`config.mk`:
```
export PLATFORM = sky130hd
export DESIGN_NAME = dside_access_tracker
export DESIGN_NICKNAME = d
export VERILOG_FILES = /design/src/dside_pkg.sv /design/src/dside_access_tracker.sv
export SDC_FILE = /design/constraint.sdc
export NUM_CORES = 1
export LEC_CHECK = 0
export BUFFER_PORTS_ARGS = -buffer_cell sky130_fd_sc_hd__buf_2
export CAP_MARGIN = 20
export CORE_ASPECT_RATIO = 0.7
export CORE_MARGIN = 1
export CORE_UTILIZATION = 39
export CTS_BUF_LIST = sky130_fd_sc_hd__clkbuf_16
export DETAILED_ROUTE_END_ITERATION = 16
export GPL_ROUTABILITY_DRIVEN = 0
export PLACE_DENSITY = 0.86
export SYNTH_ARGS = -nofsm -noshare
export SYNTH_HDL_FRONTEND = slang
export SYNTH_SLANG_ARGS = --single-unit
```
`constraint.sdc`:
```
create_clock -name clk_i -period 1.1 [get_ports clk_i]
set_input_delay 0.165 -clock clk_i [delete_from_list [all_inputs] [get_ports clk_i]]
set_output_delay 0.165 -clock clk_i [all_outputs]
set_load 0.03 [all_outputs]
```
`src/dside_pkg.sv`:
```
// Shared types and sizes of the data side. One command is in flight at a time.
// Byte addresses at or above MemLimit are out of range and return an error.
package dside_pkg;

  //////////////////////////////
  // Widths and sizes
  //////////////////////////////

  typedef logic [31:0] addr_t;
  typedef logic [31:0] word_t;
  typedef logic [3:0]  be_t;
  typedef logic [1:0]  half_t;

  localparam int unsigned MemWords    = 256;
  localparam int unsigned MemIdxW     = $clog2(MemWords);
  localparam addr_t       MemLimit    = addr_t'(4 * MemWords);
  localparam logic [7:0]  GntLfsrSeed = 8'h5b;
  // Longest run of refused grants.
  localparam int unsigned GntMaxStall = 3;

  // Half tags of a bus request.
  localparam half_t HalfSingle = 2'd0;
  localparam half_t HalfFirst  = 2'd1;
  localparam half_t HalfSecond = 2'd2;

  //////////////////////////////
  // Enums and structs
  //////////////////////////////

  typedef enum logic [1:0] {
    SIZE_BYTE,
    SIZE_HALF,
    SIZE_WORD
  } acc_size_e;

  typedef struct packed {
    logic      store;
    acc_size_e size;
    logic      sign;
    addr_t     addr;
    word_t     wdata;
  } dside_cmd_t;

  typedef struct packed {
    logic  store;
    addr_t addr;
    be_t   be;
    word_t wdata;
    half_t half;
  } dmem_req_t;

  typedef struct packed {
    logic  store;
    addr_t addr;
    be_t   be;
    word_t data;
    logic  err;
    logic  misaligned_first;
    logic  misaligned_second;
    logic  first_saw_error;
  } dside_access_t;

  typedef enum logic [2:0] {
    IDLE,
    REQ_FIRST,
    WAIT_FIRST,
    REQ_SECOND,
    WAIT_SECOND
  } port_state_e;

endpackage

```
`src/dside_access_tracker.sv`:
```
// Pairs each granted request with its response, one record per bus transaction.
// Assumes at most one outstanding transaction; the record is valid with rvalid.
`timescale 1ns/1ns

module dside_access_tracker (
  input  logic                     clk_i,
  input  logic                     rst_ni,
  input  logic                     dmem_req_i,
  input  logic                     dmem_gnt_i,
  input  dside_pkg::dmem_req_t     dmem_i,
  input  logic                     dmem_rvalid_i,
  input  dside_pkg::word_t         dmem_rdata_i,
  input  logic                     dmem_err_i,
  output logic                     acc_valid_o,
  output dside_pkg::dside_access_t acc_o
);

  dside_pkg::dmem_req_t out_q;
  logic                 first_err_q;
  logic                 is_first;
  logic                 is_second;

  // Snapshot of the outstanding request.
  always_ff @(posedge clk_i) begin
    if (dmem_req_i && dmem_gnt_i) begin
      out_q <= dmem_i;
    end
  end

  assign is_first  = out_q.half == dside_pkg::HalfFirst;
  assign is_second = out_q.half == dside_pkg::HalfSecond;

  always_ff @(posedge clk_i or negedge rst_ni) begin
    if (!rst_ni) begin
      first_err_q <= 1'b0;
    end else if (dmem_rvalid_i && is_first) begin
      first_err_q <= dmem_err_i;
    end
  end

  assign acc_valid_o = dmem_rvalid_i;

  always_comb begin
    acc_o.store             = out_q.store;
    acc_o.addr              = out_q.addr;
    acc_o.be                = out_q.be;
    acc_o.data              = out_q.store ? out_q.wdata : dmem_rdata_i;
    acc_o.err               = dmem_err_i;
    acc_o.misaligned_first  = is_first;
    acc_o.misaligned_second = is_second;
    acc_o.first_saw_error   = is_second & first_err_q;
  end

endmodule

```
### Word level (Yosys, flattened, before mapping)

Cells that the tools add are included.
Widths: inputs -> output; s select.

* register bits: 72
* bits of input ports: 109
* output and inout bits: 74

* equal/unequal tests: 2
* muxes and demuxes: 1
* bitwise operators: 1
* reduce and logical (&&, ||, !) cells: 2

Operators by type and width (number)
* $mux 32: 1
* $eq 2x1->1 const B: 1
* $eq 2x2->1 const B: 1
* $logic_and 1x1->1: 2
* $and 1x1->1: 1

### Longest topological paths before layout

* depth after elaboration: 2
* depth in mapped cells: 3

### Worst setup path after synthesis

OpenSTA, ideal clock, no wires.

* path type: input port to flip-flop
* start point: input dmem_gnt_i
* end point: register out_q (netlist bit acc_o[36]), enable pin
* setup time: 0.437 ns
* data arrival time: 1.828 ns
* slack: -1.164 ns
* stages: 1
* path buffers: 0
* cell sequence: and2_1

* longest elaborated chain between the ends: 1

RTL lines
* start, declared: RTL line dside_access_tracker.sv:9 `input logic dmem_gnt_i,`
* $logic_and 1x1->1: RTL line dside_access_tracker.sv:25 `if (dmem_req_i && dmem_gnt_i) begin`
* end signal, assigned: RTL line dside_access_tracker.sv:26 `out_q <= dmem_i;`
* end, declared: RTL line dside_access_tracker.sv:18 `dside_pkg::dmem_req_t out_q;`

No other way between the ends.
A chain may end at the register's enable or synchronous reset.

==> out/results.ini <==
[global_route]
grt_max_degree = 40
grt_util_all_layers_pct = 14.70
grt_pass1_vias = 1930
antenna_found_initial = 0
grt_pass1_wl_um = 8928
grt_overflow = 0

[yosys]
ys_warn_count = 0
synth_cells = 155
synth_top_area_share_pct = 69.84
synth_largest_area_cell = edfxtp_1
synth.area.top_cells = edfxtp_1, mux2_4, buf_4
synth_area_um2 = 3053
avgSynthCellArea_um2 = 19.70
yosysSeqAreaShare_pct = 70.66
ys_seq_elements = 72
synth.distinct_cells = 10
syn-num-nets = 264

[worst_setup_path]
cp-start-kind = flop
cp.arrival_ns = 1.44
critPathCaptureType = primary output
ff2ff_setup_slack_ns = 0.08
required_ns = 0.94
path_max_fanout = 9
criticalPathCategory = reg -> out

[floorplanning]
die_w_um = 107.8
dieArea_um2 = 8192
io_pins = 183
rows = 26
die_y_um = 76.03
core_um2 = 7450
start_util_pct = 40.98

[finish]
synthToLayoutAreaGrowth_pct = 42.38
layout_common_cells = buf_2, edfxtp_1, mux2_4, buf_6, clkbuf_16
fin_nets = 421
n_fill_cell = 586
layout_commonest_cell = buf_2
layout-drive-gt1-share_pct = 76.03
diodes = 0
stdcell_area_um2 = 4347

[place]
place_ws_ns = -0.2117
port_buffers = 182
dpl-instance-area_um2 = 3777
place_hpwl_um = 4577

[detailed_routing]
drt_pass1_iterations = 4
ant_nets = 0
vias_per_cell = 4.373
wirelength_um = 6095
drc_errors = 0
routedWlPerCell_um = 14.69
drt-initial-drc-count = 37
vias = 1815

[timing]
rsz0062_at_grt = true
tns_ns = -16.24
max_slew_margin_pct = 85.92
skew_ns = 0.001167
finalCritPeriodShare_pct = 145.5
worst_pin_slew_ns = 0.2112
fmax_mhz = 624.8
hold_viol = 0
period_needed_ns = 1.601
setup_slack_ns = -0.5006
setup-violations-final = 36
slew_viol_final = 0

[cts]
cts-htree-levels = 3
root_buffer = clkbuf_16
clkTransAtPathRegs_ns = 0.06
clock-sinks = 72
clkLatencyLatePin_ns = 0.32
clock_path_buffers = 2
cts_tree = built
numCtsBuffers = 9

[pwr]
switching_power_w = 0.001806
seqPwrFrac_pct = 43.1
p_comb_share_pct = 17.2
internal-power_w = 0.005816
p_clk_share_pct = 39.7
switching_share_pct = 23.70
total_leakage_power_nw = 1.960
ir_drop_mv = 0.9091
p_per_area_nw_per_um2 = 1754

[job]
cap_viol_max_count = 0

[outcome]
failed_checks = setup timing
status = complete, but fails checks

[hold_path]
holdCritPathClass = in -> reg

[flip-flops by register name, summed over array words and instances (netlist names)]
signal and flops:
first_err_q 1, acc_o 37, out_q 34
[worst max-delay path, stage by stage, from the launching register on]
cell and delay, ns:
edfxtp_1 0.43, buf_4 0.21, mux2_4 0.30, buf_2 0.18
[power by group through the flow]
| stage | combinational [W] | clock, W | sequential (W) |
|---|---|---|---|
| 4_1_cts | 0.00130 | 0.00312 | 0.00328 |
| 6_report | 0.00131 | 0.00302 | 0.00328 |
| 3_3_place_gp | 0.00114 | 0 | 0.00333 |
| 2_1_floorplan | 0.000887 | 0 | 0.00332 |
| 3_5_place_dp | 0.00116 | 0 | 0.00334 |
| 5_1_grt | 0.00138 | 0.00321 | 0.00330 |
[metrics by stage]
step                util (%)  instances  hold slack, ns  power, W
detailed placement     50.71        394        -0.05387  0.004497
global route           58.35        415      0.00001030  0.007895
global placement       50.71        394        -0.05952  0.004462
floorplan                  -        155         -0.1306  0.004208
CTS                    57.66        411        0.001092  0.007696
finish                 58.35        415         0.01848  0.007622
[area by class of cell]
type	instances	area, um^2	area share (%)
flip-flops and latches	72	2157	49.63
repair buffers	191	1202	27.66
clock inverters	7	95.09	2.188
well taps	98	122.6	2.821
clock buffers	9	225.2	5.181
multi-input cells	38	544.3	12.52
[Yosys cell counts]
master	number
mux2_2	3
buf_4	41
and2_1	2
buf_12	3
edfxtp_1	71
nor2b_1	2
dfrtp_1	1
buf_6	1
nand3b_1	1
mux2_4	30
[per-layer routing]
metal / part of all wire [%] / wire, um / up-vias / global-route usage (%)
met1: 36 / 2217 / 850 / 14.60
met3: 11 / 694 / 9 / 7.442
li1: - / - / 845 / -
met2: 51 / 3117 / 111 / 26.28
met4: 1.1 / 65 / 0 / 4.932
met5: 0 / 0 / - / 0
[logic make-up after synthesis]
logic type	Yosys count	synth area share (%)
muxes	33	15.86
buffers and inverters	45	12.42
and+or+nand+nor	5	1.066
DFF	72	70.66
[path summary, 6_finish.rpt]
path	from	endpoint	cells past startpoint
max	acc_o[72]$_DFFE_PP_	acc_o[13]	3
min	dmem_i[43]	acc_o[45]$_DFFE_PP_	1
max reg2reg	out_q[0]$_DFFE_PP_	first_err_q$_DFFE_PN0P_	2
min reg2reg	first_err_q$_DFFE_PN0P_	first_err_q$_DFFE_PN0P_	1
max in group asynchronous	rst_ni	first_err_q$_DFFE_PN0P_	2
min in group asynchronous	rst_ni	first_err_q$_DFFE_PN0P_	2
[repair_timing]
item	4_1_cts	5_1_grt
resized for setup	60	5
buffers inserted	0	3
hold buffers	1	1
hold endpoints to repair	1	1
setup endpoints to repair	37	36
pin swaps	1	0
No activity file was read; power rests on OpenSTA's default activity.
