File: config.mk
export PLATFORM = sky130hd
export DESIGN_NAME = dmem_bus_port
export DESIGN_NICKNAME = d
export VERILOG_FILES = /design/src/dside_pkg.sv /design/src/dmem_bus_port.sv
export SDC_FILE = /design/constraint.sdc
export NUM_CORES = 1
export LEC_CHECK = 0
export BUFFER_PORTS_ARGS = -buffer_cell sky130_fd_sc_hd__buf_4
export CORE_MARGIN = 2
export CORE_UTILIZATION = 45
export DETAILED_ROUTE_END_ITERATION = 8
export PLACE_DENSITY = 0.9
export SYNTH_ARGS = -nofsm -noshare
export SYNTH_HDL_FRONTEND = slang
export SYNTH_SLANG_ARGS = --single-unit
export TNS_END_PERCENT = 30
File: constraint.sdc
create_clock -name clk_i -period 2.01 [get_ports clk_i]
set_clock_uncertainty 0.15 [all_clocks]
set_input_delay 0.201 -clock clk_i [delete_from_list [all_inputs] [get_ports clk_i]]
set_output_delay 0.201 -clock clk_i [all_outputs]
set_load 0.05 [all_outputs]
File: src/dside_pkg.sv
// Shared types and sizes of the data side. One command is in flight at a time.
// Byte addresses at or above MemLimit are out of range and return an error.
package dside_pkg;

  //////////////////////////////
  // Widths and sizes
  //////////////////////////////

  typedef logic [31:0] addr_t;
  typedef logic [31:0] word_t;
  typedef logic [3:0]  be_t;
  typedef logic [1:0]  half_t;

  localparam int unsigned MemWords    = 256;
  localparam int unsigned MemIdxW     = $clog2(MemWords);
  localparam addr_t       MemLimit    = addr_t'(4 * MemWords);
  localparam logic [7:0]  GntLfsrSeed = 8'h5b;
  // Longest run of refused grants.
  localparam int unsigned GntMaxStall = 3;

  // Half tags of a bus request.
  localparam half_t HalfSingle = 2'd0;
  localparam half_t HalfFirst  = 2'd1;
  localparam half_t HalfSecond = 2'd2;

  //////////////////////////////
  // Enums and structs
  //////////////////////////////

  typedef enum logic [1:0] {
    SIZE_BYTE,
    SIZE_HALF,
    SIZE_WORD
  } acc_size_e;

  typedef struct packed {
    logic      store;
    acc_size_e size;
    logic      sign;
    addr_t     addr;
    word_t     wdata;
  } dside_cmd_t;

  typedef struct packed {
    logic  store;
    addr_t addr;
    be_t   be;
    word_t wdata;
    half_t half;
  } dmem_req_t;

  typedef struct packed {
    logic  store;
    addr_t addr;
    be_t   be;
    word_t data;
    logic  err;
    logic  misaligned_first;
    logic  misaligned_second;
    logic  first_saw_error;
  } dside_access_t;

  typedef enum logic [2:0] {
    IDLE,
    REQ_FIRST,
    WAIT_FIRST,
    REQ_SECOND,
    WAIT_SECOND
  } port_state_e;

endpackage

File: src/dmem_bus_port.sv
// Bus master for one command: one outstanding transaction, second half after first rvalid.
// busy_o covers the cycle of req_load_i and drops in the cycle after done_i.
`timescale 1ns/1ns

module dmem_bus_port (
  input  logic                 clk_i,
  input  logic                 rst_ni,
  input  logic                 req_load_i,
  input  logic                 split_i,
  input  dside_pkg::dmem_req_t req_first_i,
  input  dside_pkg::dmem_req_t req_second_i,
  input  logic                 done_i,
  input  logic                 dmem_gnt_i,
  input  logic                 dmem_rvalid_i,
  output logic                 dmem_req_o,
  output dside_pkg::dmem_req_t dmem_o,
  output logic                 busy_o
);

  dside_pkg::port_state_e state_q, state_d;

  always_comb begin
    state_d = state_q;
    case (state_q)
      dside_pkg::IDLE: begin
        if (req_load_i) begin
          state_d = dside_pkg::REQ_FIRST;
        end
      end
      dside_pkg::REQ_FIRST: begin
        if (dmem_gnt_i) begin
          state_d = dside_pkg::WAIT_FIRST;
        end
      end
      dside_pkg::WAIT_FIRST: begin
        if (done_i) begin
          state_d = dside_pkg::IDLE;
        end else if (dmem_rvalid_i && split_i) begin
          state_d = dside_pkg::REQ_SECOND;
        end
      end
      dside_pkg::REQ_SECOND: begin
        if (dmem_gnt_i) begin
          state_d = dside_pkg::WAIT_SECOND;
        end
      end
      dside_pkg::WAIT_SECOND: begin
        if (done_i) begin
          state_d = dside_pkg::IDLE;
        end
      end
      default: state_d = dside_pkg::IDLE;
    endcase
  end

  always_ff @(posedge clk_i or negedge rst_ni) begin
    if (!rst_ni) begin
      state_q <= dside_pkg::IDLE;
    end else begin
      state_q <= state_d;
    end
  end

  assign dmem_req_o = (state_q == dside_pkg::REQ_FIRST) ||
                      (state_q == dside_pkg::REQ_SECOND);

  // Decode holds both halves stable while busy.
  assign dmem_o = ((state_q == dside_pkg::REQ_SECOND) ||
                   (state_q == dside_pkg::WAIT_SECOND)) ? req_second_i : req_first_i;

  assign busy_o = req_load_i | (state_q != dside_pkg::IDLE);

endmodule

Yosys cells after proc, flatten, opt, wreduce, memory -nomap -nowiden
Cells that the tools add are included.
{"block": "word_totals", "output_inout_bits": 73, "register_bits": 3, "inputBits": 149, "wordCells": 25}
{"block": "op_classes", "reduce_logical": 6, "muxes": 8, "n_eq_ne": 9, "bitwise": 1}
{"operator": "$mux W71", "n": 1}
{"operator": "$mux W3", "n": 6}
{"operator": "$pmux W3 S5", "n": 1}
{"operator": "$ne A2 B2 Y1 const B", "n": 4}
{"operator": "$eq A3 B2 Y1 const B", "n": 2}
{"operator": "$reduce_and A5 Y1", "n": 1}
{"operator": "$eq A3 B1 Y1 const B", "n": 1}
{"operator": "$eq A3 B3 Y1 const B", "n": 1}
{"operator": "$logic_not A3 Y1", "n": 1}
{"operator": "$ne A3 B3 Y1 const B", "n": 1}
{"operator": "$reduce_bool A3 Y1", "n": 1}
{"operator": "$logic_or A1 B1 Y1", "n": 2}
{"operator": "$logic_and A1 B1 Y1", "n": 1}
{"operator": "$or A1 B1 Y1", "n": 1}

Logic depth before layout (Yosys ltp)
{"block": "logic_depth", "word_depth": 4, "ltp_mapped": 6, "depth_no_buf": 3}

Least setup slack after synthesis
OpenSTA, ideal clock, no wires.
{"block": "synth_timing", "path_type": "register -> output", "startpoint": "reg state_q[0]", "endpoint": "out dmem_o[61] (netlist name)", "t_required_ns": 1.659, "slack_ns": -0.304, "stages_incl_launch_ff": 6, "path_buffers": 2, "arrival_time_ns": 1.963, "cell_sequence": "dfrtp_1 > nor2b_1 > buf_6 > buf_6 > a311o_1 > a21oi_1"}
{"item": "start: declaration", "line": "dmem_bus_port.sv:20", "source": "dside_pkg::port_state_e state_q, state_d;"}
{"item": "start signal: assignment", "line": "dmem_bus_port.sv:58", "source": "state_q <= dside_pkg::IDLE;"}
{"item": "start signal: assignment", "line": "dmem_bus_port.sv:60", "source": "state_q <= state_d;"}
{"item": "end: declaration", "line": "dmem_bus_port.sv:16", "source": "output dside_pkg::dmem_req_t dmem_o,"}

==> run metrics <==
largest area contributor in the synthesized netlist a311o_1; Synth Area in XOR/XNOR 0.248%; Post-Synthesis Net Count between 600 and 700; Antenna diodes 0; gpl congestion around 0.8; Pre-antenna DRT Iters 7; Starting DRT DRC Count 620; flops & latches, synth 3; DIE HEIGHT between 90 and 100 um; Synth area leaders a311o_1 (20%), and3b_1 (18%), a211oi_1 (15%), o22ai_1 (13%), a21oi_1 (10%); routed wire length about 18000 um; DR vias 5881; Worst Path Required 1.66 ns; total gr overflow 0; Largest Register state_q; multi-input combinational cell area just over 3000 um^2; P_leak 3.07 nW; Final WS setup -0.301 ns; RSZ-0062 raised after global routing yes; Vias/cell 7.09; most common cell after layout, fill and taps aside buf_4; main combinational cell family by area after synthesis compound AO/OA/AOI/OAI gates; Worst setup EP type output port; adder-cell share of the synthesized area 0%; Nets 878; CP Launch Type register; critical path arrival 1.96 ns; cell family with most CP delay compound AO/OA/AOI/OAI gates; Slew HR 70.8%; DRC 0; max reg flops 3; Post-Syn Area per Cell 6.75 um^2; hold slack final ~0.072 ns; core area a little under 8000 um^2; ratio of cells with drive above 1 in the final layout 48.6%; GRT Overall Usage 31.5%; status complete, but fails checks; hold crit path type in -> reg; worst ir drop on vdd 1.14 mV; P&R area growth vs syn 83.1%; post-route ant nets 0; WL/cell 21.6 um; Initial Utilization 46.0%; std cell rows 32; Tmin final 2.31 ns; Simple-Gate Fraction of Synth Area a little under a fifth; Die Width 92.6 um; CP max stage cell dfrtp_4; Regs by FF count state_q: 3 flops; number of max-slew violations in the final report 0; max-cap viol count 0; CP Class reg -> out; Sink Count 3; FF+latch area 86.3 um^2; initial antenna violation count 0; Clock Pin Slew Worst Setup and Hold Paths 0.03 ns; f_max 433 MHz; warnings from Yosys 0; final setup fails 72; Pwr Density between 1500 and 2000 nW/um^2; # port buffers 221; Boundary Pins 222; Main synth FF type dfrtp_1; Clock Path Buffers 2; top cell type's share of synthesized area roughly 20%; CTS tree yes; CTS root buf clkbuf_8; full die area ~8600 um^2; complex-gate fraction of the synthesized area 58.5%; final setup TNS -10.23 ns; largest net degree at the start of global routing between 80 and 90; failing checks negative setup slack; Crit path buffers/inverters 2; DP Wirelength approximately 9700 um; CP max stage delay 0.54 ns; Async S/R FF share, synth 100%; worst-path fanout max 34; CTS H-tree depth 1; final-layout fill cell count approximately 440; vias in the first global route 4910; period utilization 115%; synth unique cells 25; CTS Buf Count 3; Mapped Cells ~520; EDFF count, synth 0; clk_lat worst skew 0.21 ns; mux cell area share after synthesis 0%; worst-margin pin slew 0.439 ns; register area share after synthesis 2.12%; Mapped Area 3540 um^2; pre-CTS worst setup slack -0.00489 ns; first-pass GRT wire length approximately 23000 um; worst path cell trace nor2b_4 > buf_12 > a311o_1 > a21oi_1 > buf_4; Hold Vio Cnt, Final 0
## worst reg2reg max path, stage by stage, from the launching register on
cell and delay, ns:
dfrtp_4 0.51, buf_12 0.18, inv_2 0.10, buf_12 0.20, a21oi_1 0.10, a221oi_1 0.29
## synth_stat cells (3+ instances only)
cell type / n
a211oi_1: 71
inv_1: 71
clkbuf_1: 23
buf_6: 10
buf_2: 43
a21oi_1: 73
buf_4: 3
dfrtp_1: 3
and3b_1: 71
a311o_1: 71
o22ai_1: 71
## cell type report
cell class	count	area share [%]
Multi-Input combinational cell	369	47.4
Timing Repair Buffer	280	44.4
Inverter	72	4.17
Tap cell	102	1.97
Sequential cell	3	1.33
Clock buffer	4	0.696
## logic make-up after synthesis
group                     after synthesis
DFF                                     3
buffers and inverters                 152
xor gates and xnor gates                1
AOI/OAI and AO/OA                     288
and+or+nand+nor                        80
## power breakdown
| part | leakage [nW] | total, mW | internal (mW) | switching, mW |
|---|---|---|---|---|
| sequential | 0.0340 | 0.173 | 0.101 | 0.0724 |
| combinational | 3.01 | 10.3 | 4.03 | 6.28 |
| clock | 0.0228 | 0.175 | 0.135 | 0.0396 |
## through the flow
step                      power [mW]  util (%)  instance area (um^2)  instances
after floorplan                 6.35         -                  3670        524
after global placement          8.36      70.8                  5440        797
after detailed placement        8.54      70.8                  5440        797
after CTS                       9.33      75.9                  5830        806
after global routing            11.0      84.2                  6470        830
final                           10.7      84.2                  6470        830
## timing repair
| action | in CTS | in global routing |
|---|---|---|
| setup buffers | 1 | 12 |
| endpoints found under the hold margin | 3 | 0 |
| pin swaps | 27 | 69 |
| hold buffers | 1 | 0 |
| setup endpoints to repair | 72 | 72 |
| gates cloned | 3 | 12 |
| gates resized for setup | 65 | 66 |
## worst paths after layout
kind                             from    endpoint  slack [ns]  cells after the start
max                        state_q[0]  dmem_o[70]       -0.30                      5
min                        dmem_gnt_i  state_q[0]        0.07                      2
max reg2reg                state_q[1]  state_q[0]        0.36                      5
min reg2reg                state_q[0]  state_q[0]        0.80                      2
max in group asynchronous      rst_ni  state_q[0]        1.41                      2
min in group asynchronous      rst_ni  state_q[2]        0.19                      2
## metal layers
metal,up-vias,share of wire (%),global-route usage [%]
li1,2518,-,-
met1,2703,35,38.5
met2,533,49,56.3
met3,127,10,4.64
met4,0,5.8,10.7
met5,-,0,0
(Power assumes the default switching activity.)
