[src/dside_pkg.sv]
// Shared types and sizes of the data side. One command is in flight at a time.
// Byte addresses at or above MemLimit are out of range and return an error.
package dside_pkg;

  //////////////////////////////
  // Widths and sizes
  //////////////////////////////

  typedef logic [31:0] addr_t;
  typedef logic [31:0] word_t;
  typedef logic [3:0]  be_t;
  typedef logic [1:0]  half_t;

  localparam int unsigned MemWords    = 256;
  localparam int unsigned MemIdxW     = $clog2(MemWords);
  localparam addr_t       MemLimit    = addr_t'(4 * MemWords);
  localparam logic [7:0]  GntLfsrSeed = 8'h5b;
  // Longest run of refused grants.
  localparam int unsigned GntMaxStall = 3;

  // Half tags of a bus request.
  localparam half_t HalfSingle = 2'd0;
  localparam half_t HalfFirst  = 2'd1;
  localparam half_t HalfSecond = 2'd2;

  //////////////////////////////
  // Enums and structs
  //////////////////////////////

  typedef enum logic [1:0] {
    SIZE_BYTE,
    SIZE_HALF,
    SIZE_WORD
  } acc_size_e;

  typedef struct packed {
    logic      store;
    acc_size_e size;
    logic      sign;
    addr_t     addr;
    word_t     wdata;
  } dside_cmd_t;

  typedef struct packed {
    logic  store;
    addr_t addr;
    be_t   be;
    word_t wdata;
    half_t half;
  } dmem_req_t;

  typedef struct packed {
    logic  store;
    addr_t addr;
    be_t   be;
    word_t data;
    logic  err;
    logic  misaligned_first;
    logic  misaligned_second;
    logic  first_saw_error;
  } dside_access_t;

  typedef enum logic [2:0] {
    IDLE,
    REQ_FIRST,
    WAIT_FIRST,
    REQ_SECOND,
    WAIT_SECOND
  } port_state_e;

endpackage

[src/lsu_cmd_decode.sv]
// Registered decode: req_load_o pulses one cycle after an accepted strobe.
// Strobes while busy_i is high are dropped. The command is held until the next one.
`timescale 1ns/1ns

module lsu_cmd_decode (
  input  logic                  clk_i,
  input  logic                  rst_ni,
  input  logic                  cmd_valid_i,
  input  dside_pkg::dside_cmd_t cmd_i,
  input  logic                  busy_i,
  output logic                  req_load_o,
  output logic                  split_o,
  output dside_pkg::dmem_req_t  req_first_o,
  output dside_pkg::dmem_req_t  req_second_o,
  output dside_pkg::acc_size_e  size_o,
  output logic                  sign_o,
  output logic [1:0]            offset_o
);

  logic              accept;
  logic [1:0]        offset;
  dside_pkg::be_t    base_be;
  logic [7:0]        be_wide;
  logic [63:0]       data_wide;
  logic              split_d;
  dside_pkg::addr_t  word_addr;

  assign accept    = cmd_valid_i & ~busy_i;
  assign offset    = cmd_i.addr[1:0];
  assign word_addr = {cmd_i.addr[31:2], 2'b00};

  always_comb begin
    case (cmd_i.size)
      dside_pkg::SIZE_BYTE: base_be = 4'b0001;
      dside_pkg::SIZE_HALF: base_be = 4'b0011;
      default:              base_be = 4'b1111;
    endcase
  end

  // Move enables and data into lane position.
  assign be_wide   = {4'b0000, base_be} << offset;
  assign data_wide = {32'b0, cmd_i.wdata} << {offset, 3'b000};
  assign split_d   = |be_wide[7:4];

  always_ff @(posedge clk_i or negedge rst_ni) begin
    if (!rst_ni) begin
      req_load_o <= 1'b0;
    end else begin
      req_load_o <= accept;
    end
  end

  always_ff @(posedge clk_i) begin
    if (accept) begin
      split_o            <= split_d;
      size_o             <= cmd_i.size;
      sign_o             <= cmd_i.sign;
      offset_o           <= offset;
      req_first_o.store  <= cmd_i.store;
      req_first_o.addr   <= word_addr;
      req_first_o.be     <= be_wide[3:0];
      req_first_o.wdata  <= data_wide[31:0];
      req_first_o.half   <= split_d ? dside_pkg::HalfFirst : dside_pkg::HalfSingle;
      // Spilled lanes go to the next word.
      req_second_o.store <= cmd_i.store;
      req_second_o.addr  <= word_addr + 32'd4;
      req_second_o.be    <= be_wide[7:4];
      req_second_o.wdata <= data_wide[63:32];
      req_second_o.half  <= dside_pkg::HalfSecond;
    end
  end

endmodule

[config.mk]
export PLATFORM = sky130hd
export DESIGN_NAME = lsu_cmd_decode
export DESIGN_NICKNAME = d
export VERILOG_FILES = /design/src/dside_pkg.sv /design/src/lsu_cmd_decode.sv
export SDC_FILE = /design/constraint.sdc
export NUM_CORES = 1
export LEC_CHECK = 0
export BUFFER_PORTS_ARGS = -buffer_cell sky130_fd_sc_hd__buf_4
export CAP_MARGIN = 5
export CORE_MARGIN = 2
export CORE_UTILIZATION = 40
export DETAILED_ROUTE_END_ITERATION = 12
export GPL_TIMING_DRIVEN = 0
export PLACE_DENSITY = 0.78
export SYNTH_ARGS = -nofsm -noshare
export SYNTH_HDL_FRONTEND = slang
export SYNTH_SLANG_ARGS = --single-unit
[constraint.sdc]
create_clock -name clk_i -period 0.95 [get_ports clk_i]
set_clock_uncertainty 0.2 [all_clocks]
set_input_delay 0.095 -clock clk_i [delete_from_list [all_inputs] [get_ports clk_i]]
set_output_delay 0.095 -clock clk_i [all_outputs]
set_load 0.1 [all_outputs]
=== Yosys cells after proc, flatten, opt, wreduce, memory -nomap -nowiden ===
Index checks and enable logic that the tools add are counted.

* $add $sub $neg: 1
* Eq/ne operators: 1
* Shift-type cells: 2
* Muxes and demuxes: 2
* Bitwise operators: 2
* Reduce and logical (&&, ||, !) cells: 2

{| class="wikitable"
|+ Operators with widths
! cell !! number
|-
| $shl 32x5->64 || 1
|-
| $add 32x3->32 const B || 1
|-
| $pmux 4 s2 || 1
|-
| $shl 4x2->8 || 1
|-
| $reduce_or 4->1 || 1
|-
| $eq 2x1->1 const B || 1
|-
| $logic_not 2->1 || 1
|-
| $and 1x1->1 || 1
|-
| $mux 1 || 1
|-
| $not 1->1 || 1
|}

* Bits in registers: 144
* Output and inout bits: 149

=== Logic depth before layout (Yosys ltp) ===
Gate-level depths: netlist of run 1.

* Depth in word-level cells: 5
* Gate-level depth with buffers: 5

=== Worst setup path after synthesis of run 1 ===
No wires, ideal clock.

* Kind: input to register
* From: input busy_i
* To: register req_load_o
* Arrival time: 5890 ps
* Data required time: 17 ps
* Setup slack: -5873 ps
* Cell stages on the path: 1
* Cell sequence: nor2b_1

* Word-level cells in the longest chain between the ends: 2

{| class="wikitable"
|+ Ends and longest elaborated chain
! element !! line !! RTL
|-
| start, declared || lsu_cmd_decode.sv:10 || <nowiki>input logic busy_i,</nowiki>
|-
| $not 1->1 || lsu_cmd_decode.sv:28 || <nowiki>assign accept = cmd_valid_i & ~busy_i;</nowiki>
|-
| $and 1x1->1 || lsu_cmd_decode.sv:28 ||
|-
| end signal, assigned || lsu_cmd_decode.sv:49 || <nowiki>req_load_o <= accept;</nowiki>
|-
| end, declared || lsu_cmd_decode.sv:11 || <nowiki>output logic req_load_o,</nowiki>
|}

Every way passes these cells.
A chain may end at the register's enable or synchronous reset.

=== Worst setup path after layout of run 1 ===
* From: register req_second_o[70] (netlist bit)
* To: output req_second_o[70] (netlist bit)

{| class="wikitable"
|+ RTL lines
! element !! line !! RTL
|-
| start, declared || lsu_cmd_decode.sv:14 || <nowiki>output dside_pkg::dmem_req_t req_second_o,</nowiki>
|}

No word-level cell between the ends.

==> metrics, run 1 <==
worst path bufs/invs=2; I/O Pins=221; chip width=120 um; initial core utilization=roughly 40%; TritonCTS buffer count=17; post-route core utilization=73.0%; largest net degree at the start of global routing=34; post-synth top area share=a little over 70%; Syn-to-layout area delta=78.7%; Synth Instances=352; post-synthesis average cell area=15.4 um^2; critical path type=register to primary output; row cnt=42; outcome=finished, violations left; count of cell types in the netlist=31; max-cap viol count=0; layout cell share with drive strength beyond 1=51.7%; Final Net Count=731; VDD IR-drop max=roughly 1 mV; Global Route Usage Sum=between 20% and 30%; commonest non-fill, non-tap cells in the layout=buf_6 (144), edfxtp_1 (130), buf_4 (93); final-report hold violation count=92; Synth Flop Type=edfxtp_1; Overflow after GRT=0; WP data required=0.65 ns; failing checks=negative hold slack, negative setup slack; HP Start=cmd_i[33]; crit-path max FO=2; footprint of the multi-input gates=0.00161 mm^2; placed wire-length estimate=between 10000 and 15000 um; final setup fails=162; # H-tree levels=4; Final period util=156%; post-route insts no fill=roughly 850; async set-reset flop share out of synthesis=0.763%; worst hold path type=input port to register; CTS root buf=clkbuf_16; Synth area leader=edfxtp_1; sequential-to-total area share from yosys stat=72.6%; post-layout min period=1.48 ns; crit-path max cell delay=0.46 ns; number of synthesized flops with an enable pin=130; die height=around 120 um; PortBufs=204; Cell Pwr Density=2000 mW/mm^2; Cell Area, Synth=0.00541 mm^2; placed cells=750; Filler Cell Count=~790; Max clock buf depth=2; vias in the first global route=4560; CP most frequent cell=buf_12; ANT nets after route=0; Worst Setup Slack, final=-0.531 ns; Ys Warns=0; sequential cell area=0.00393 mm^2; WL final=17800 um; hold path endpoint=offset_o[1]; fin. max-slew vios=0; Inserted Diodes=0; Static Leak=just over 0.004 uW; core region area=around 0.013 mm^2; unrepaired setup endpoints after global routing=true; Crit-path slowest cell=edfxtp_1; cell family with most CP delay=flip-flops; Residual DRC=0; die area=between 0.01 and 0.015 mm^2; antenna violations before repair=0; DR vias=4275; CTS tree=done; critical path, cell by cell=buf_12 -> buf_12; Via density=roughly 5.0; Fin Hold WS=-0.316 ns; CTS clk-pin slew, worst paths=0.06 ns; first-pass GRT wire length=25800 um; flops & latches, synth=131; Worst setup SP type=register; TritonRoute pass-1 iters=5; fmax=approximately 680 MHz; Cells on Worst Hold Path=1; DR WL/cell=about 21 um; CTS sink count=roughly 130; Worst EP arrival=1.19 ns; Crit. End Element=primary output; initial drt markers=430; most common cell after layout, fill and taps aside=buf_6; GPL Wtd Cong=~0.82; Synth area leaders=edfxtp_1 (72%), mux2i_1 (5.9%), xnor2_1 (3.1%)
[worst max path at each step]
stage / end / depth (start not counted) / start
2_1_floorplan: offset_o[0] / 1 / cmd_valid_i
3_3_place_gp: req_second_o[63] / 2 / cmd_valid_i
3_5_place_dp: req_second_o[62] / 6 / cmd_i[34]
4_1_cts: req_second_o[70] / 2 / req_second_o[70]
5_1_grt: req_second_o[70] / 2 / req_second_o[70]
6_report: req_second_o[70] / 2 / req_second_o[70]
[routing by layer]
| layer | wire length [um] | global-route usage (%) | share of wire (%) |
|---|---|---|---|
| met5 | 0 | 0 | 0 |
| met4 | 639 | 11.9 | 3.6 |
| met3 | 1000 | 5.05 | 5.6 |
| met2 | 9590 | 42.0 | 54 |
| met1 | 6540 | 28.1 | 37 |
[where the power goes]
| part | internal [uW] | leakage (uW) | switching (uW) | total (uW) |
|---|---|---|---|---|
| Sequential | 6840 | 0.00120 | 205 | 7040 |
| Combinational | 1570 | 0.00259 | 4030 | 5590 |
| Clock | 4360 | 0.000292 | 2360 | 6720 |
[what timing repair did]
action                                  in CTS  in global routing
buffers inserted                            20                  9
hold buffers                                44                  2
endpoints found under the hold margin      153                 99
pin swaps                                   26                 20
cloned                                       2                  3
resized for setup                          177                 59
endpoints found under the setup margin     276                291
[Yosys cell counts, types with 2 or more instances]
library cell / instances
nor3_1: 3
nor2b_1: 2
xnor2_1: 19
and2_1: 9
buf_1: 3
and3_1: 16
nor3_2: 2
nand4_2: 2
a22o_1: 2
clkbuf_1: 6
nand2_1: 26
conb_1: 2
nor2_1: 24
nand3_1: 6
o21ai_0: 17
nand4_1: 10
buf_2: 3
buf_4: 18
nor4_4: 2
xor2_1: 9
edfxtp_1: 130
mux2i_1: 32
[flip-flops by register name, summed over array words and instances, names as in the netlist]
signal / count
offset_o: 2
split_o: 1
req_second_o: 58
sign_o: 1
req_load_o: 1
size_o: 2
req_first_o: 66
[logic make-up after synthesis]
| kind of cell | Yosys count | synth area share (%) |
|---|---|---|
| adders and majority gates | 1 | 0.231 |
| buffers and inverters | 32 | 3.54 |
| other | 2 | 0.139 |
| muxes | 32 | 5.92 |
| DFF | 131 | 72.6 |
| and+or+nand+nor | 105 | 10.9 |
| xor gates and xnor gates | 28 | 4.53 |
| AOI/OAI and AO/OA | 21 | 2.13 |
[area by class of cell]
type	count	share of cell area, %
flip-flops and latches	131	40.6
repair buffers	274	30.8
multi-input cells	203	16.7
clock buffers	21	4.55
plain buffers	29	3.29
well taps	176	2.28
clock inverters	11	1.66
inverters	2	0.104
[per-stage QoR]
stage                     worst slack, ns  total power, uW  instance area, um^2  setup TNS (ns)
after floorplan                     -1.74            10800                 5690         -274.64
after global placement              -2.48            11900                 7440         -359.06
after detailed placement           -0.927            12000                 7530         -121.02
after CTS                          -0.534            19200                 9470          -57.44
after global routing               -0.555            19800                 9670          -55.72
final                              -0.531            19400                 9670          -51.03
(Power assumes the default switching activity.)
==> inputs of run 2 (changes only) <==
- CORE_UTILIZATION: 40 -> 48
- PLACE_DENSITY: 0.78 -> 0.9
==> metrics, run 2 (synthesis results as in run 1) <==
Worst path depth=2; Largest register FFs=66; critical path, cell by cell=buf_6 -> buf_12; fin. max-slew vios=0; Worst setup SP type=register; row cnt=38; GPL Wtd Cong=0.887; PortBufs=204; Final Net Count=732; Worst Setup Slack, final=-0.543 ns; Inserted Diodes=0; # H-tree levels=4; layout cell share with drive strength beyond 1=52.2%; finished layout cell area=0.00963 mm^2; Max clock buf depth=2; failing checks=negative hold slack, negative setup slack; first-pass GRT wire length=between 20000 and 30000 um; CTS clk-pin slew, worst paths=0.06 ns; worst path bufs/invs=2; TritonRoute pass-1 iters=5; crit-path max cell delay=roughly 0.46 ns; unrepaired setup endpoints after global routing=true; DR WL/cell=~27 um; Filler Cell Count=about 440; Final period util=157%; vias in the first global route=4808; WP data required=0.65 ns; VDD IR-drop max=1.25 mV; fmax=670 MHz; footprint of the multi-input gates=0.00167 mm^2; ANT nets after route=0; CTS tree=done; Via density=5.90; die area=about 0.012 mm^2; die height=110 um; Residual DRC=0; CTS sink count=131; setup tns final=-55.80 ns; Crit-path slowest cell=edfxtp_1; critical path type=register to primary output; max-cap viol count=0; initial core utilization=around half; cell family with most CP delay=flip-flops; placed wire-length estimate=between 10000 and 15000 um; Largest Register=req_first_o; most common cell after layout, fill and taps aside=buf_6; DR vias=4787; TritonCTS buffer count=17; I/O Pins=221; Syn-to-layout area delta=77.9%; WL final=21800 um; Fin Hold WS=-0.304 ns; sequential cell area=0.00393 mm^2; crit path to=req_first_o[70]; core region area=0.0109 mm^2; post-route core utilization=about 88%; outcome=finished, violations left; crit-path max FO=2; initial drt markers=329; final setup fails=between 150 and 200; Worst EP arrival=1.20 ns; Overflow after GRT=0; Cell Pwr Density=roughly 2000 mW/mm^2; final-report hold violation count=92; CTS root buf=clkbuf_16; Static Leak=0.00404 uW; Placed Instance Area=about 0.0075 mm^2; antenna violations before repair=0; Crit. End Element=primary output; Global Route Usage Sum=33.4%; biggest regs=req_first_o (66), req_second_o (58); worst hold path type=input port to register; crit path launch=req_second_o[70]; chip width=110 um; commonest non-fill, non-tap cells in the layout=buf_6 (137), edfxtp_1 (130), buf_4 (96); post-layout min period=1.49 ns; largest net degree at the start of global routing=20
## run 2: how the worst min path moves through the flow
stage               depth (start not counted)          end      start  slack, ns
floorplan                                   0   req_load_o     rst_ni      -0.40
global placement                            1   req_load_o     rst_ni      -0.33
detailed placement                          1   req_load_o     rst_ni      -0.33
CTS                                         1  offset_o[1]  cmd_i[33]      -0.31
global route                                1  offset_o[1]  cmd_i[33]      -0.32
finish                                      1  offset_o[1]  cmd_i[33]      -0.30
## run 2: final cells by class
cell class / instances / area share (%)
well taps: 140 / 1.82
repair buffers: 274 / 30.9
clock buffers: 21 / 4.57
inverters: 2 / 0.104
plain buffers: 29 / 3.33
flip-flops and latches: 131 / 40.8
clock inverters: 11 / 1.17
multi-input cells: 204 / 17.3
## run 2: report_power, final
part	leakage [uW]	total (uW)	switching (uW)	internal [uW]
registers	0.00120	7090	246	6840
clock network	0.000270	6370	2530	3830
logic	0.00257	5760	4150	1600
total	0.00404	19200	6940	12300
## run 2: routing by layer
| layer | up-vias | part of all wire, % | GRT usage [%] |
|---|---|---|---|
| li1 | 1899 | - | - |
| met1 | 2330 | 32 | 35.8 |
| met2 | 436 | 53 | 60.6 |
| met3 | 122 | 8.5 | 6.76 |
| met4 | 0 | 7.0 | 19.5 |
| met5 | - | 0 | 0 |
## run 2: repair_timing
item / 4_1_cts / 5_1_grt
pin swaps: 21 / 17
resized for setup: 176 / 72
buffers inserted: 21 / 12
gates cloned: 4 / 0
hold buffers: 40 / 4
endpoints found under the setup margin: 294 / 221
hold endpoints to repair: 145 / 107
## run 2: per-stage QoR
stage,worst slack (ns),std cells,total power [uW]
after detailed placement,-1.14,713,12000
after CTS,-0.518,810,18700
after global placement,-2.39,710,11900
after global routing,-0.566,812,19600
after floorplan,-1.74,366,10800
final,-0.543,812,19200
