==> src/dside_pkg.sv <==
// Shared types and sizes of the data side. One command is in flight at a time.
// Byte addresses at or above MemLimit are out of range and return an error.
package dside_pkg;

  //////////////////////////////
  // Widths and sizes
  //////////////////////////////

  typedef logic [31:0] addr_t;
  typedef logic [31:0] word_t;
  typedef logic [3:0]  be_t;
  typedef logic [1:0]  half_t;

  localparam int unsigned MemWords    = 256;
  localparam int unsigned MemIdxW     = $clog2(MemWords);
  localparam addr_t       MemLimit    = addr_t'(4 * MemWords);
  localparam logic [7:0]  GntLfsrSeed = 8'h5b;
  // Longest run of refused grants.
  localparam int unsigned GntMaxStall = 3;

  // Half tags of a bus request.
  localparam half_t HalfSingle = 2'd0;
  localparam half_t HalfFirst  = 2'd1;
  localparam half_t HalfSecond = 2'd2;

  //////////////////////////////
  // Enums and structs
  //////////////////////////////

  typedef enum logic [1:0] {
    SIZE_BYTE,
    SIZE_HALF,
    SIZE_WORD
  } acc_size_e;

  typedef struct packed {
    logic      store;
    acc_size_e size;
    logic      sign;
    addr_t     addr;
    word_t     wdata;
  } dside_cmd_t;

  typedef struct packed {
    logic  store;
    addr_t addr;
    be_t   be;
    word_t wdata;
    half_t half;
  } dmem_req_t;

  typedef struct packed {
    logic  store;
    addr_t addr;
    be_t   be;
    word_t data;
    logic  err;
    logic  misaligned_first;
    logic  misaligned_second;
    logic  first_saw_error;
  } dside_access_t;

  typedef enum logic [2:0] {
    IDLE,
    REQ_FIRST,
    WAIT_FIRST,
    REQ_SECOND,
    WAIT_SECOND
  } port_state_e;

endpackage

==> src/load_result_merge.sv <==
// Builds the load result from one or two records; res_valid_o one cycle after the last.
// Size, sign and offset must stay stable until the last record of the command.
`timescale 1ns/1ns

module load_result_merge (
  input  logic                     clk_i,
  input  logic                     rst_ni,
  input  logic                     acc_valid_i,
  input  dside_pkg::dside_access_t acc_i,
  input  dside_pkg::acc_size_e     size_i,
  input  logic                     sign_i,
  input  logic [1:0]               offset_i,
  output logic                     done_o,
  output logic                     res_valid_o,
  output dside_pkg::word_t         res_data_o,
  output logic                     res_err_o
);

  dside_pkg::word_t lo_q;
  logic [63:0]      joined;
  dside_pkg::word_t shifted;
  dside_pkg::word_t extended;
  logic             last;

  assign last   = acc_valid_i & ~acc_i.misaligned_first;
  assign done_o = last;

  // Lower lanes of a split load.
  always_ff @(posedge clk_i) begin
    if (acc_valid_i && acc_i.misaligned_first) begin
      lo_q <= acc_i.data;
    end
  end

  always_comb begin
    joined  = acc_i.misaligned_second ? {acc_i.data, lo_q} : {32'b0, acc_i.data};
    shifted = 32'(joined >> {offset_i, 3'b000});
    case (size_i)
      dside_pkg::SIZE_BYTE: extended = {{24{sign_i & shifted[7]}}, shifted[7:0]};
      dside_pkg::SIZE_HALF: extended = {{16{sign_i & shifted[15]}}, shifted[15:0]};
      default:              extended = shifted;
    endcase
  end

  always_ff @(posedge clk_i or negedge rst_ni) begin
    if (!rst_ni) begin
      res_valid_o <= 1'b0;
    end else begin
      res_valid_o <= last;
    end
  end

  always_ff @(posedge clk_i) begin
    if (last) begin
      res_data_o <= acc_i.store ? '0 : extended;
      // First half error travels on the second record.
      res_err_o  <= acc_i.err | acc_i.first_saw_error;
    end
  end

endmodule

==> config.mk <==
export PLATFORM = sky130hd
export DESIGN_NAME = load_result_merge
export DESIGN_NICKNAME = d
export VERILOG_FILES = /design/src/dside_pkg.sv /design/src/load_result_merge.sv
export SDC_FILE = /design/constraint.sdc
export NUM_CORES = 1
export LEC_CHECK = 0
export ABC_AREA = 1
export CORE_ASPECT_RATIO = 0.7
export CORE_MARGIN = 1
export CORE_UTILIZATION = 64
export DETAILED_ROUTE_END_ITERATION = 7
export DONT_BUFFER_PORTS = 1
export PLACE_DENSITY = 0.8
export SLEW_MARGIN = 40
export SYNTH_ARGS = -nofsm -noshare
export SYNTH_HDL_FRONTEND = slang
export SYNTH_SLANG_ARGS = --single-unit
==> constraint.sdc <==
create_clock -name clk_i -period 2.5 [get_ports clk_i]
set_input_delay 0.375 -clock clk_i [delete_from_list [all_inputs] [get_ports clk_i]]
set_output_delay 0.375 -clock clk_i [all_outputs]
set_load 0.01 [all_outputs]
---- Word level (Yosys, flattened, before mapping) ----
Cells that the tools add are included.
word-level totals
  input port bits ......................... 81
  output and inout port bits .............. 35
  word-level logic and storage cells ...... 15
  register bits after elaboration ......... 66
cells by class
  shifts and indexed selects .............. 1
  reduce and logical (&&, ||, !) cells .... 2
  mux-type cells .......................... 2
  bitwise logic cells ..................... 5
  equality and inequality tests ........... 1
operators with widths
  operator              number
  $mux W64              1
  $pmux W32 S2          1
  $shr A64 B5 Y32       1
  $and A1 B1 Y1         3
  $eq A2 B1 Y1 const B  1
  $logic_not A2 Y1      1
  $logic_and A1 B1 Y1   1
  $not A1 Y1            1
  $or A1 B1 Y1          1

---- Depth between registers and ports, before layout ----
Gate-level depths: netlist of run 1.
  word-level depth ........................ 4
  depth in mapped cells ................... 11
  gate-level depth less buffers ........... 10

---- Worst setup path before layout of run 1 ----
No wires, ideal clock.
  path type ............................... input port to flip-flop
  start point ............................. input acc_valid_i
  end point ............................... register res_data_o[0], enable pin
  buffers on the path ..................... 0
  arrival ................................. 1953 ps
  required time ........................... 2069 ps
  library setup time ...................... 431 ps
  stages on the path ...................... 2
  slack ................................... 116 ps
  cells stage by stage .................... inv_1 nor2_1
between the ends
  longest elaborated chain between the ends .. 1
RTL lines
  what                  RTL line                 RTL
  start, declared       load_result_merge.sv:8   input logic acc_valid_i,
  $and A1 B1 Y1         load_result_merge.sv:25  assign last = acc_valid_i & ~acc_i.misaligned_first;
  named net done_o      load_result_merge.sv:13  output logic done_o,
  end signal, assigned  load_result_merge.sv:55  res_data_o <= acc_i.store ? '0 : extended;
  end, declared         load_result_merge.sv:15  output dside_pkg::word_t res_data_o,
The timed path passes the listed nets, and every way through them passes these cells.
A chain may end at the register's enable or synchronous reset.

---- Worst setup path after layout of run 1 ----
  start point ............................. register lo_q[23]
  end point ............................... register res_data_o[27] (data pin)
between the ends
  longest elaborated chain between the ends .. 4
  elaborated cells on any way between the ends .. 5
  classes of those cells .................. shift (1); mux (2); bitwise (2)
RTL lines
  what                              RTL line                                          RTL
  start, declared                   load_result_merge.sv:19                           dside_pkg::word_t lo_q;
  start signal, assigned            load_result_merge.sv:31                           lo_q <= acc_i.data;
  $mux W64 *                        load_result_merge.sv:36                           joined = acc_i.misaligned_second ? {acc_i.data, lo_q} : {32'b0, acc_i.data};
  $shr A64 B5 Y32 *                 load_result_merge.sv:37                           shifted = 32'(joined >> {offset_i, 3'b000});
  $and A1 B1 Y1 (on tied branches)  load_result_merge.sv:40, load_result_merge.sv:39
  $pmux W32 S2 *                    load_result_merge.sv:38                           case (size_i)
Mark *: on every way between the ends. The rest lies on a longest branch, timed or not.

==> flow_metrics.env, run 1 <==
export IMPL_synthFlopType="edfxtp_1"
export IMPL_num_rows=23
export IMPL_leakagePower_nw=1.856
export IMPL_worst_pin_slew_ns=0.5296
export IMPL_yosysTopAreaCellShare_pct=49.54
export IMPL_finalSetupViolations=0
export IMPL_yosysWarnings=0
export IMPL_peakVddDrop_mv=0.4408
export IMPL_grt_overflow_total=0
export IMPL_num_nets_final=548
export IMPL_period_share_pct=62.69
export IMPL_drive_above_1_share_pct=8.898
export IMPL_die_h_um=67.65
export IMPL_tns_ns=0
export IMPL_synth_nets=564
export IMPL_outcome="finished clean"
export IMPL_multi_input_area_mm2=0.001551
export IMPL_arrival_ns=1.67
export IMPL_core_mm2=0.005842
export IMPL_maxCapViolCount=0
export IMPL_grt_pass1_wl_um=13800
export IMPL_finalHoldViolations=0
export IMPL_routabilityCongestion=0.9170
export IMPL_antenna_found_initial=0
export IMPL_worstSkewPairLatency_ns=0.34
export IMPL_cts_resized=0
export IMPL_wl_per_cell_um=15.79
export IMPL_ant_nets=0
export IMPL_drv_slew=0
export IMPL_crit_type="reg2reg"
export IMPL_grt_max_degree=66
export IMPL_clockRootBuffer="clkbuf_8"
export IMPL_synth_largest_area_cell="edfxtp_1"
export IMPL_synthTopCellsByArea="edfxtp_1 (50%), nand2_1 (15%), nand3_1 (6.6%), inv_1 (4.3%), nor2_1 (3.1%)"
export IMPL_power_density_mw_per_mm2=643.8
export IMPL_avgSynthCellArea_um2=8.157
export IMPL_area_growth_pct=3.652
export IMPL_ys_async_sr_fraction_pct=1.515
export IMPL_grt_pass1_vias=2993
export IMPL_hp_class="in2reg"
export IMPL_critPathLaunchType="flip-flop"
export IMPL_fill_cells=435
export IMPL_htreeDepth=3
export IMPL_final_setup_skew_ns=0.006722
export IMPL_final_area_mm2=0.004084
export IMPL_viasPerCell=5.830
export IMPL_cts_num_sinks=66
export IMPL_synth_seq_cells=66
export IMPL_max_freq_mhz=638.0
export IMPL_post_route_min_period_ns=1.567
export IMPL_synth_cell_types=28
export IMPL_io_pins=116
export IMPL_clkTransAtPathRegs_ns=0.07
export IMPL_slew_headroom_pct=64.64
export IMPL_rsz0062_at_grt="no"
export IMPL_dr_pass1_iters=5
export IMPL_crit_path_max_fanout=24
export IMPL_vias=3189
export IMPL_synth_seq_area_share_pct=50.17
export IMPL_seq_area_mm2=0.001977
export IMPL_die_w_um=95.78
export IMPL_post_dp_cell_area_mm2=0.003855
export IMPL_wl_um=8637
export IMPL_netlist_top_cells_count="nand2_1 (161), edfxtp_1 (65), nand3_1 (52)"
export IMPL_antenna_diode_count=0
export IMPL_drt_iter0_drc=227
export IMPL_synth_edf_count=65
export IMPL_synth_most_common_cell="nand2_1"
export IMPL_endpoint_kind="flip-flop"
export IMPL_port_buffers=0
export IMPL_track_usage_pct=28.63
export IMPL_cts_buffers=9
export IMPL_start_util_pct=67.44
export IMPL_cts_tree="built"
export IMPL_syn_area_mm2=0.003940
export IMPL_dieArea_mm2=0.006479
export IMPL_drc=0
export IMPL_cp_required_ns=2.60
export IMPL_clk_path_buf_depth=2
export IMPL_synthCells=483
export IMPL_hpwl_um=6064
==> report_power, final <==
part           leakage, nW  total (mW)  switching [mW]  internal [mW]
Sequential           0.641        1.32          0.0309           1.29
Clock                0.109       0.985           0.399          0.585
Combinational         1.11       0.321           0.207          0.115
==> cell type report <==
| type | count | area share, % |
|---|---|---|
| sequential | 66 | 48.41 |
| multi-input combinational | 333 | 37.99 |
| inverter | 50 | 4.596 |
| clock buffer | 11 | 3.462 |
| tap | 75 | 2.298 |
| clock inverter | 5 | 1.900 |
| timing repair buffer | 7 | 1.348 |
==> worst max-delay path, cell delays in order (launching register included) <==
cell and delay (ns):
edfxtp_1 0.39, inv_1 0.07, nand2_1 0.06, nand2_1 0.08, nand2_1 0.08, nand3_2 0.10
nand2_1 0.09, nand2_4 0.21, nand3_1 0.13, nand2_1 0.08, inv_1 0.05
==> flip-flops by register name, indices dropped and copies added, names as in the netlist <==
name	flops
lo_q	32
res_err_o	1
res_data_o	32
res_valid_o	1
==> layer usage <==
metal | track usage, % | vias up | routed length (um)
met3 | 8.108 | 19 | 637
li1 | - | 1562 | -
met5 | 0 | - | 0
met4 | 12.13 | 0 | 199
met2 | 49.11 | 142 | 4286
met1 | 34.05 | 1466 | 3515
==> what timing repair did <==
item	in CTS	in global routing
setup buffers	0	0
hold endpoints to repair	1	0
hold buffers	1	0
==> per-stage QoR <==
| step | std cells | util (%) | power [mW] | setup slack [ns] | hold WS (ns) |
|---|---|---|---|---|---|
| 4_1_cts | 547 | 69.91 | 2.634 | 0.9604 | 0.1173 |
| 3_5_place_dp | 530 | 65.99 | 1.665 | 0.6411 | 0.07943 |
| 3_3_place_gp | 530 | 65.99 | 1.652 | 0.7053 | 0.07943 |
| 5_1_grt | 547 | 69.91 | 2.727 | 0.8149 | 0.1093 |
| 6_report | 547 | 69.91 | 2.629 | 0.9327 | 0.1229 |
| 2_1_floorplan | 483 | - | 1.648 | 0.1161 | 0.07941 |
==> logic make-up after synthesis <==
group / Yosys count / synth area share (%)
compound gates: 70 / 10.83
flops: 66 / 50.17
simple gates: 263 / 28.36
buf+inv: 84 / 10.64
==> path summary, 6_finish.rpt <==
path | start | endpoint | depth (start not counted) | slack (ns)
worst max register to register | lo_q[23] | res_data_o[27] | 10 | 0.93
worst min-delay path | acc_i[33] | lo_q[29] | 0 | 0.12
max in group asynchronous | rst_ni | res_valid_o | 1 | 2.16
min in group asynchronous | rst_ni | res_valid_o | 1 | 0.24
worst max-delay path | lo_q[23] | res_data_o[27] | 10 | 0.93
worst min register to register | lo_q[7] | res_data_o[7] | 4 | 0.81
==> cell usage in the layout, fill, tap and decap left out, types with 2 or more instances in the layout <==
cell / count
a211oi_1: 6
a21oi_1: 20
a31oi_1: 4
buf_4: 6
bufinv_16: 2
clkbuf_8: 10
clkinv_2: 2
edfxtp_1: 65
inv_1: 45
inv_2: 4
nand2_1: 161
nand3_1: 52
nand3_2: 3
nor2_1: 32
nor3_1: 7
o211ai_1: 7
o211ai_2: 2
o21ai_0: 17
o21ai_1: 8
o21ai_2: 3
o21bai_1: 2
or2_2: 5
Power figures use the tool's default switching activity.
==> run 2: changes to the inputs <==
==> constraint.sdc (replaced) <==
create_clock -name clk_i -period 1.5 [get_ports clk_i]
set_input_delay 0.225 -clock clk_i [delete_from_list [all_inputs] [get_ports clk_i]]
set_output_delay 0.225 -clock clk_i [all_outputs]
set_load 0.01 [all_outputs]
==> run 2 against run 1 <==
Maximum frequency increased by 6.1%. Critical endpoint is now res_data_o[8]. Utilization increased by 8.9 points. First-iteration DRC count increased by 96%. Die area unchanged. Largest cell class unchanged. Routed wire length increased by 19%. Register-to-register slack got worse by 0.91 ns. Final area increased by 13%. Non-clock buffer count increased by 37. Combinational power increased by 110%.
==> flow_metrics.env, run 2 (synthesized netlist as in run 1, its figures left out) <==
export IMPL_outcome="finished clean"
export IMPL_drt_iter0_drc=445
export IMPL_post_dp_cell_area_mm2=0.003935
export IMPL_worst_pin_slew_ns=0.6267
export IMPL_clockRootBuffer="clkbuf_8"
export IMPL_core_mm2=0.005842
export IMPL_endpoint_kind="flip-flop"
export IMPL_hpwl_um=6033
export IMPL_top_regs="lo_q (32), res_data_o (32)"
export IMPL_critPathLaunchType="flip-flop"
export IMPL_cp_required_ns=1.70
export IMPL_crit_type="reg2reg"
export IMPL_start_util_pct=67.44
export IMPL_slew_headroom_pct=58.07
export IMPL_die_w_um=95.78
export IMPL_dieArea_mm2=0.006479
export IMPL_final_cell_mix="nand2_1 (159), edfxtp_1 (65), nand3_1 (52)"
export IMPL_num_rows=23
export IMPL_viasPerCell=6.036
export IMPL_worstReg2RegStart="lo_q[23]"
export IMPL_final_setup_skew_ns=0.01297
export IMPL_antenna_diode_count=0
export IMPL_min_from="acc_i[3]"
export IMPL_ant_nets=0
export IMPL_r2r_cells=9
export IMPL_io_pins=116
export IMPL_rsz0062_at_grt="yes"
export IMPL_power_density_mw_per_mm2=1038
export IMPL_drc=0
export IMPL_post_route_min_period_ns=1.478
export IMPL_drv_slew=0
export IMPL_fin_util_pct=78.77
export IMPL_total_power_mw=4.777
export IMPL_grt_pass1_wl_um=15410
export IMPL_htreeDepth=3
export IMPL_arrival_ns=1.68
export IMPL_area_growth_pct=16.80
export IMPL_wl_per_cell_um=17.45
export IMPL_worstReg2RegEnd="res_data_o[8]"
export IMPL_grt_pass1_vias=3238
export IMPL_num_nets_final=588
export IMPL_leakagePower_nw=2.071
export IMPL_tns_ns=0
export IMPL_hp_class="in2reg"
export IMPL_port_buffers=0
export IMPL_crit_path_max_fanout=12
export IMPL_wl_um=10250
export IMPL_whs_ns=0.03865
export IMPL_vias=3543
export IMPL_maxCapViolCount=0
export IMPL_drive_above_1_share_pct=10.94
export IMPL_grt_overflow_total=0
export IMPL_fill_cells=386
export IMPL_cts_num_sinks=66
export IMPL_antenna_found_initial=0
export IMPL_period_share_pct=98.51
export IMPL_finalHoldViolations=0
export IMPL_cts_tree="built"
export IMPL_clk_path_buf_depth=2
export IMPL_die_h_um=67.65
export IMPL_routabilityCongestion=0.9068
export IMPL_finalSetupViolations=0
export IMPL_clkTransAtPathRegs_ns=0.08
export IMPL_final_area_mm2=0.004602
export IMPL_worstSkewPairLatency_ns=0.36
export IMPL_dr_pass1_iters=6
export IMPL_max_freq_mhz=676.8
export IMPL_holdPathEnd="res_err_o"
export IMPL_reg2reg_slack_ns=0.02
export IMPL_cts_buffers=9
export IMPL_worstHoldPathCells=1
export IMPL_peakVddDrop_mv=0.7022
export IMPL_grt_max_degree=66
export IMPL_final_common_cell="nand2_1"
export IMPL_track_usage_pct=32.54
==> run 2: changes by cell type in the layout (fill, tap and decap cells not counted), sizes merged <==
cell         change
clkinv           +1
clkinvlp         -1
clkbuf           -2
buf              +5
bufinv           +1
dlygate4sd3     +32
inv              +1
nand2            +2
nand4            +1
==> run 2: worst max-delay path, cell delays in order (launching register included) <==
cell and delay, ns:
edfxtp_1 0.34, inv_1 0.04, nand2_1 0.07, nand2_1 0.05
nand2_1 0.09, nand3_2 0.12, nand2_4 0.15, nand2_4 0.12
buf_4 0.20, a21oi_1 0.14
==> run 2: final cells by class <==
cell class	instances	area [um2]	area share, %
multi-input combinational	336	1632	35.45
clock inverter	7	125.1	2.719
timing repair buffer	44	462.9	10.06
tap	75	93.84	2.039
sequential	66	1977	42.96
clock buffer	9	123.9	2.692
inverter	50	187.7	4.078
==> run 2: worst max path at each step <==
stage                     depth (start not counted)   startpoint  slack, ns              to
after floorplan                                   7  offset_i[0]       0.15   res_data_o[3]
after global placement                           10     acc_i[1]       0.05  res_data_o[18]
after detailed placement                         10     lo_q[23]     -0.006  res_data_o[18]
after CTS                                        10     lo_q[23]       0.02  res_data_o[31]
after global routing                             10     lo_q[31]      -0.06  res_data_o[31]
final                                             9     lo_q[23]       0.02   res_data_o[8]
==> run 2: routing by layer <==
metal	GRT usage, %	vias up	wire length (um)
met5	0	-	0
met4	15.11	0	376
met3	8.108	47	1096
met2	55.18	249	4943
met1	39.40	1590	3829
li1	-	1657	-
==> run 2: per-stage QoR <==
| stage | worst slack (ns) | cells |
|---|---|---|
| 6_report | 0.02242 | 587 |
| 5_1_grt | -0.05626 | 587 |
| 4_1_cts | 0.02413 | 585 |
| 2_1_floorplan | 0.1547 | 483 |
| 3_3_place_gp | 0.05342 | 534 |
| 3_5_place_dp | -0.005731 | 534 |
==> run 2: power breakdown <==
group | internal (mW) | switching [mW]
logic | 0.280 | 0.408
clock network | 1.12 | 0.769
registers | 2.15 | 0.0520
==> run 2: repair_timing <==
item | 4_1_cts | 5_1_grt
endpoints found under the hold margin | 33 | 0
pin swaps | 1 | 4
setup buffers | 0 | 1
resized for setup | 2 | 9
hold buffers | 33 | 0
cloned | 2 | 1
setup endpoints to repair | 8 | 16
==> run 3: changes to the inputs <==
--- a/config.mk
+++ b/config.mk
@@ -6,12 +6,12 @@
 export NUM_CORES = 1
 export LEC_CHECK = 0
 export ABC_AREA = 1
-export CORE_ASPECT_RATIO = 0.7
+export CORE_ASPECT_RATIO = 1.4
 export CORE_MARGIN = 1
-export CORE_UTILIZATION = 64
+export CORE_UTILIZATION = 69
 export DETAILED_ROUTE_END_ITERATION = 7
 export DONT_BUFFER_PORTS = 1
-export PLACE_DENSITY = 0.8
+export PLACE_DENSITY = 0.85
 export SLEW_MARGIN = 40
 export SYNTH_ARGS = -nofsm -noshare
 export SYNTH_HDL_FRONTEND = slang
==> constraint.sdc (replaced) <==
create_clock -name clk_i -period 1.8 [get_ports clk_i]
set_input_delay 0.27 -clock clk_i [delete_from_list [all_inputs] [get_ports clk_i]]
set_output_delay 0.27 -clock clk_i [all_outputs]
set_load 0.01 [all_outputs]
==> run 3 against run 2 <==
Utilization down 2.8 points. Clock skew about the same. Flip-flop and latch count unchanged. Hold slack got worse by 0.017 ns. Die area decreased by 7.1%. Clock power shrank 15%. Register-to-register slack improved by 0.15 ns.
==> flow_metrics.env, run 3 (synthesized netlist as in run 1, its figures left out) <==
export IMPL_grt_overflow_total=0
export IMPL_clk_path_buf_depth=2
export IMPL_grt_pass1_wl_um=15010
export IMPL_final_setup_skew_ns=0.01256
export IMPL_crit_path_max_fanout=24
export IMPL_r2r_cells=10
export IMPL_top_layer="met4"
export IMPL_worstSkewPairLatency_ns=0.34
export IMPL_worstHoldPathCells=0
export IMPL_peakVddDrop_mv=0.8429
export IMPL_post_dp_cell_area_mm2=0.003899
export IMPL_route_met3_wl_um=904
export IMPL_final_common_cell="nand2_1"
export IMPL_drc=0
export IMPL_area_growth_pct=6.510
export IMPL_finalHoldViolations=0
export IMPL_cts_tree="built"
export IMPL_dp_cells=525
export IMPL_start_util_pct=71.31
export IMPL_cp_num_buf_inv=2
export IMPL_hp_class="in2reg"
export IMPL_top_regs="lo_q (32), res_data_o (32)"
export IMPL_clockRootBuffer="clkbuf_8"
export IMPL_crit_type="reg2reg"
export IMPL_hpwl_um=6352
export IMPL_wl_met2_um=4383
export IMPL_htreeDepth=3
export IMPL_period_share_pct=90.29
export IMPL_reg2reg_slack_ns=0.17
export IMPL_cpMostUsedCell="nand2_1"
export IMPL_num_rows=32
export IMPL_antenna_found_initial=0
export IMPL_drive_above_1_share_pct=9.224
export IMPL_dieArea_mm2=0.006021
export IMPL_grt_max_degree=66
export IMPL_worst_pin_slew_ns=0.4469
export IMPL_cp_depth=10
export IMPL_power_density_mw_per_mm2=936.6
export IMPL_track_usage_pct=33.97
export IMPL_grt_pass1_vias=3051
export IMPL_crit_end="res_data_o[29]"
export IMPL_port_buffers=0
export IMPL_critPathTopFamily="simple AND/OR/NAND/NOR gates"
export IMPL_wl_um=9281
export IMPL_drt_iter0_drc=600
export IMPL_wl_met1_um=3622
export IMPL_core_mm2=0.005525
export IMPL_antenna_diode_count=0
export IMPL_die_h_um=91.41
export IMPL_die_w_um=65.87
export IMPL_ant_nets=0
export IMPL_max_freq_mhz=615.3
export IMPL_cp_required_ns=1.90
export IMPL_tns_ns=0
export IMPL_dr_pass1_iters=6
export IMPL_cts_resized=0
export IMPL_num_nets_final=553
export IMPL_post_route_min_period_ns=1.625
export IMPL_critPathLaunchType="flip-flop"
export IMPL_final_cells=545
export IMPL_pre_cts_ws_ns=0.1868
export IMPL_slew_headroom_pct=70.17
export IMPL_arrival_ns=1.72
export IMPL_cts_buffers=9
export IMPL_layout_setup_ws_ns=0.1748
export IMPL_cts_num_sinks=66
export IMPL_maxCapViolCount=0
export IMPL_final_area_mm2=0.004197
export IMPL_vias=3320
export IMPL_worstReg2RegEnd="res_data_o[29]"
export IMPL_routabilityCongestion=0.9114
export IMPL_viasPerCell=6.092
export IMPL_endpoint_kind="flip-flop"
export IMPL_drv_slew=0
export IMPL_cp_slowest_cell="edfxtp_1"
export IMPL_clkTransAtPathRegs_ns=0.07
export IMPL_cpPeakStageDelay_ns=0.36
export IMPL_rsz0062_at_grt="no"
export IMPL_startpoint="lo_q[23]"
export IMPL_leakagePower_nw=1.912
export IMPL_final_cell_mix="nand2_1 (161), edfxtp_1 (65), nand3_1 (52)"
export IMPL_io_pins=116
export IMPL_worstReg2RegStart="lo_q[23]"
export IMPL_crit_chain="inv_1, nand2_1, nand2_1, nand2_1, nand3_2, nand2_1, nand2_4, nand3_1, nand2_1, inv_1"
export IMPL_finalSetupViolations=0
export IMPL_outcome="finished clean"
export IMPL_wl_per_cell_um=17.03
==> run 3: what timing repair did <==
item | in CTS | in global routing
buffers inserted | 0 | 0
endpoints found under the hold margin | 1 | 3
hold buffers | 1 | 3
==> run 3: where the power goes <==
part / switching, mW / internal, mW
Clock: 0.547 / 1.06
Sequential: 0.0425 / 1.79
Combinational: 0.315 / 0.176
==> run 3: metal layers <==
metal / vias up / global-route usage [%]
li1: 1568 / -
met1: 1459 / 47.08
met2: 247 / 50.26
met3: 46 / 7.035
met4: 0 / 16.49
met5: - / 0
==> run 3: layout make-up <==
type                    instances  area [um2]
flip-flops and latches         66        1977
multi-input cells             333        1551
fillers                       385        1329
inverters                      50       187.7
repair buffers                 12       137.6
clock inverters                 6       130.1
clock buffers                  10       127.6
well taps                      68       85.08
==> run 3: worst min path at each step <==
stage                              to       from  slack [ns]
after detailed placement  res_valid_o     rst_ni       -0.03
final                        lo_q[19]  acc_i[23]        0.02
after CTS                    lo_q[11]  acc_i[15]        0.01
after global placement    res_valid_o     rst_ni       -0.03
after global routing         lo_q[11]  acc_i[15]      0.0009
after floorplan           res_valid_o     rst_ni       -0.03
==> run 3: metrics by stage <==
| stage | hold WS [ns] | utilization (%) | power [mW] |
|---|---|---|---|
| final | 0.02136 | 75.95 | 3.931 |
| after floorplan | -0.02559 | - | 2.288 |
| after global routing | 0.0009137 | 75.95 | 4.077 |
| after global placement | -0.02557 | 70.56 | 2.307 |
| after CTS | 0.01228 | 75.41 | 3.925 |
| after detailed placement | -0.02556 | 70.56 | 2.340 |
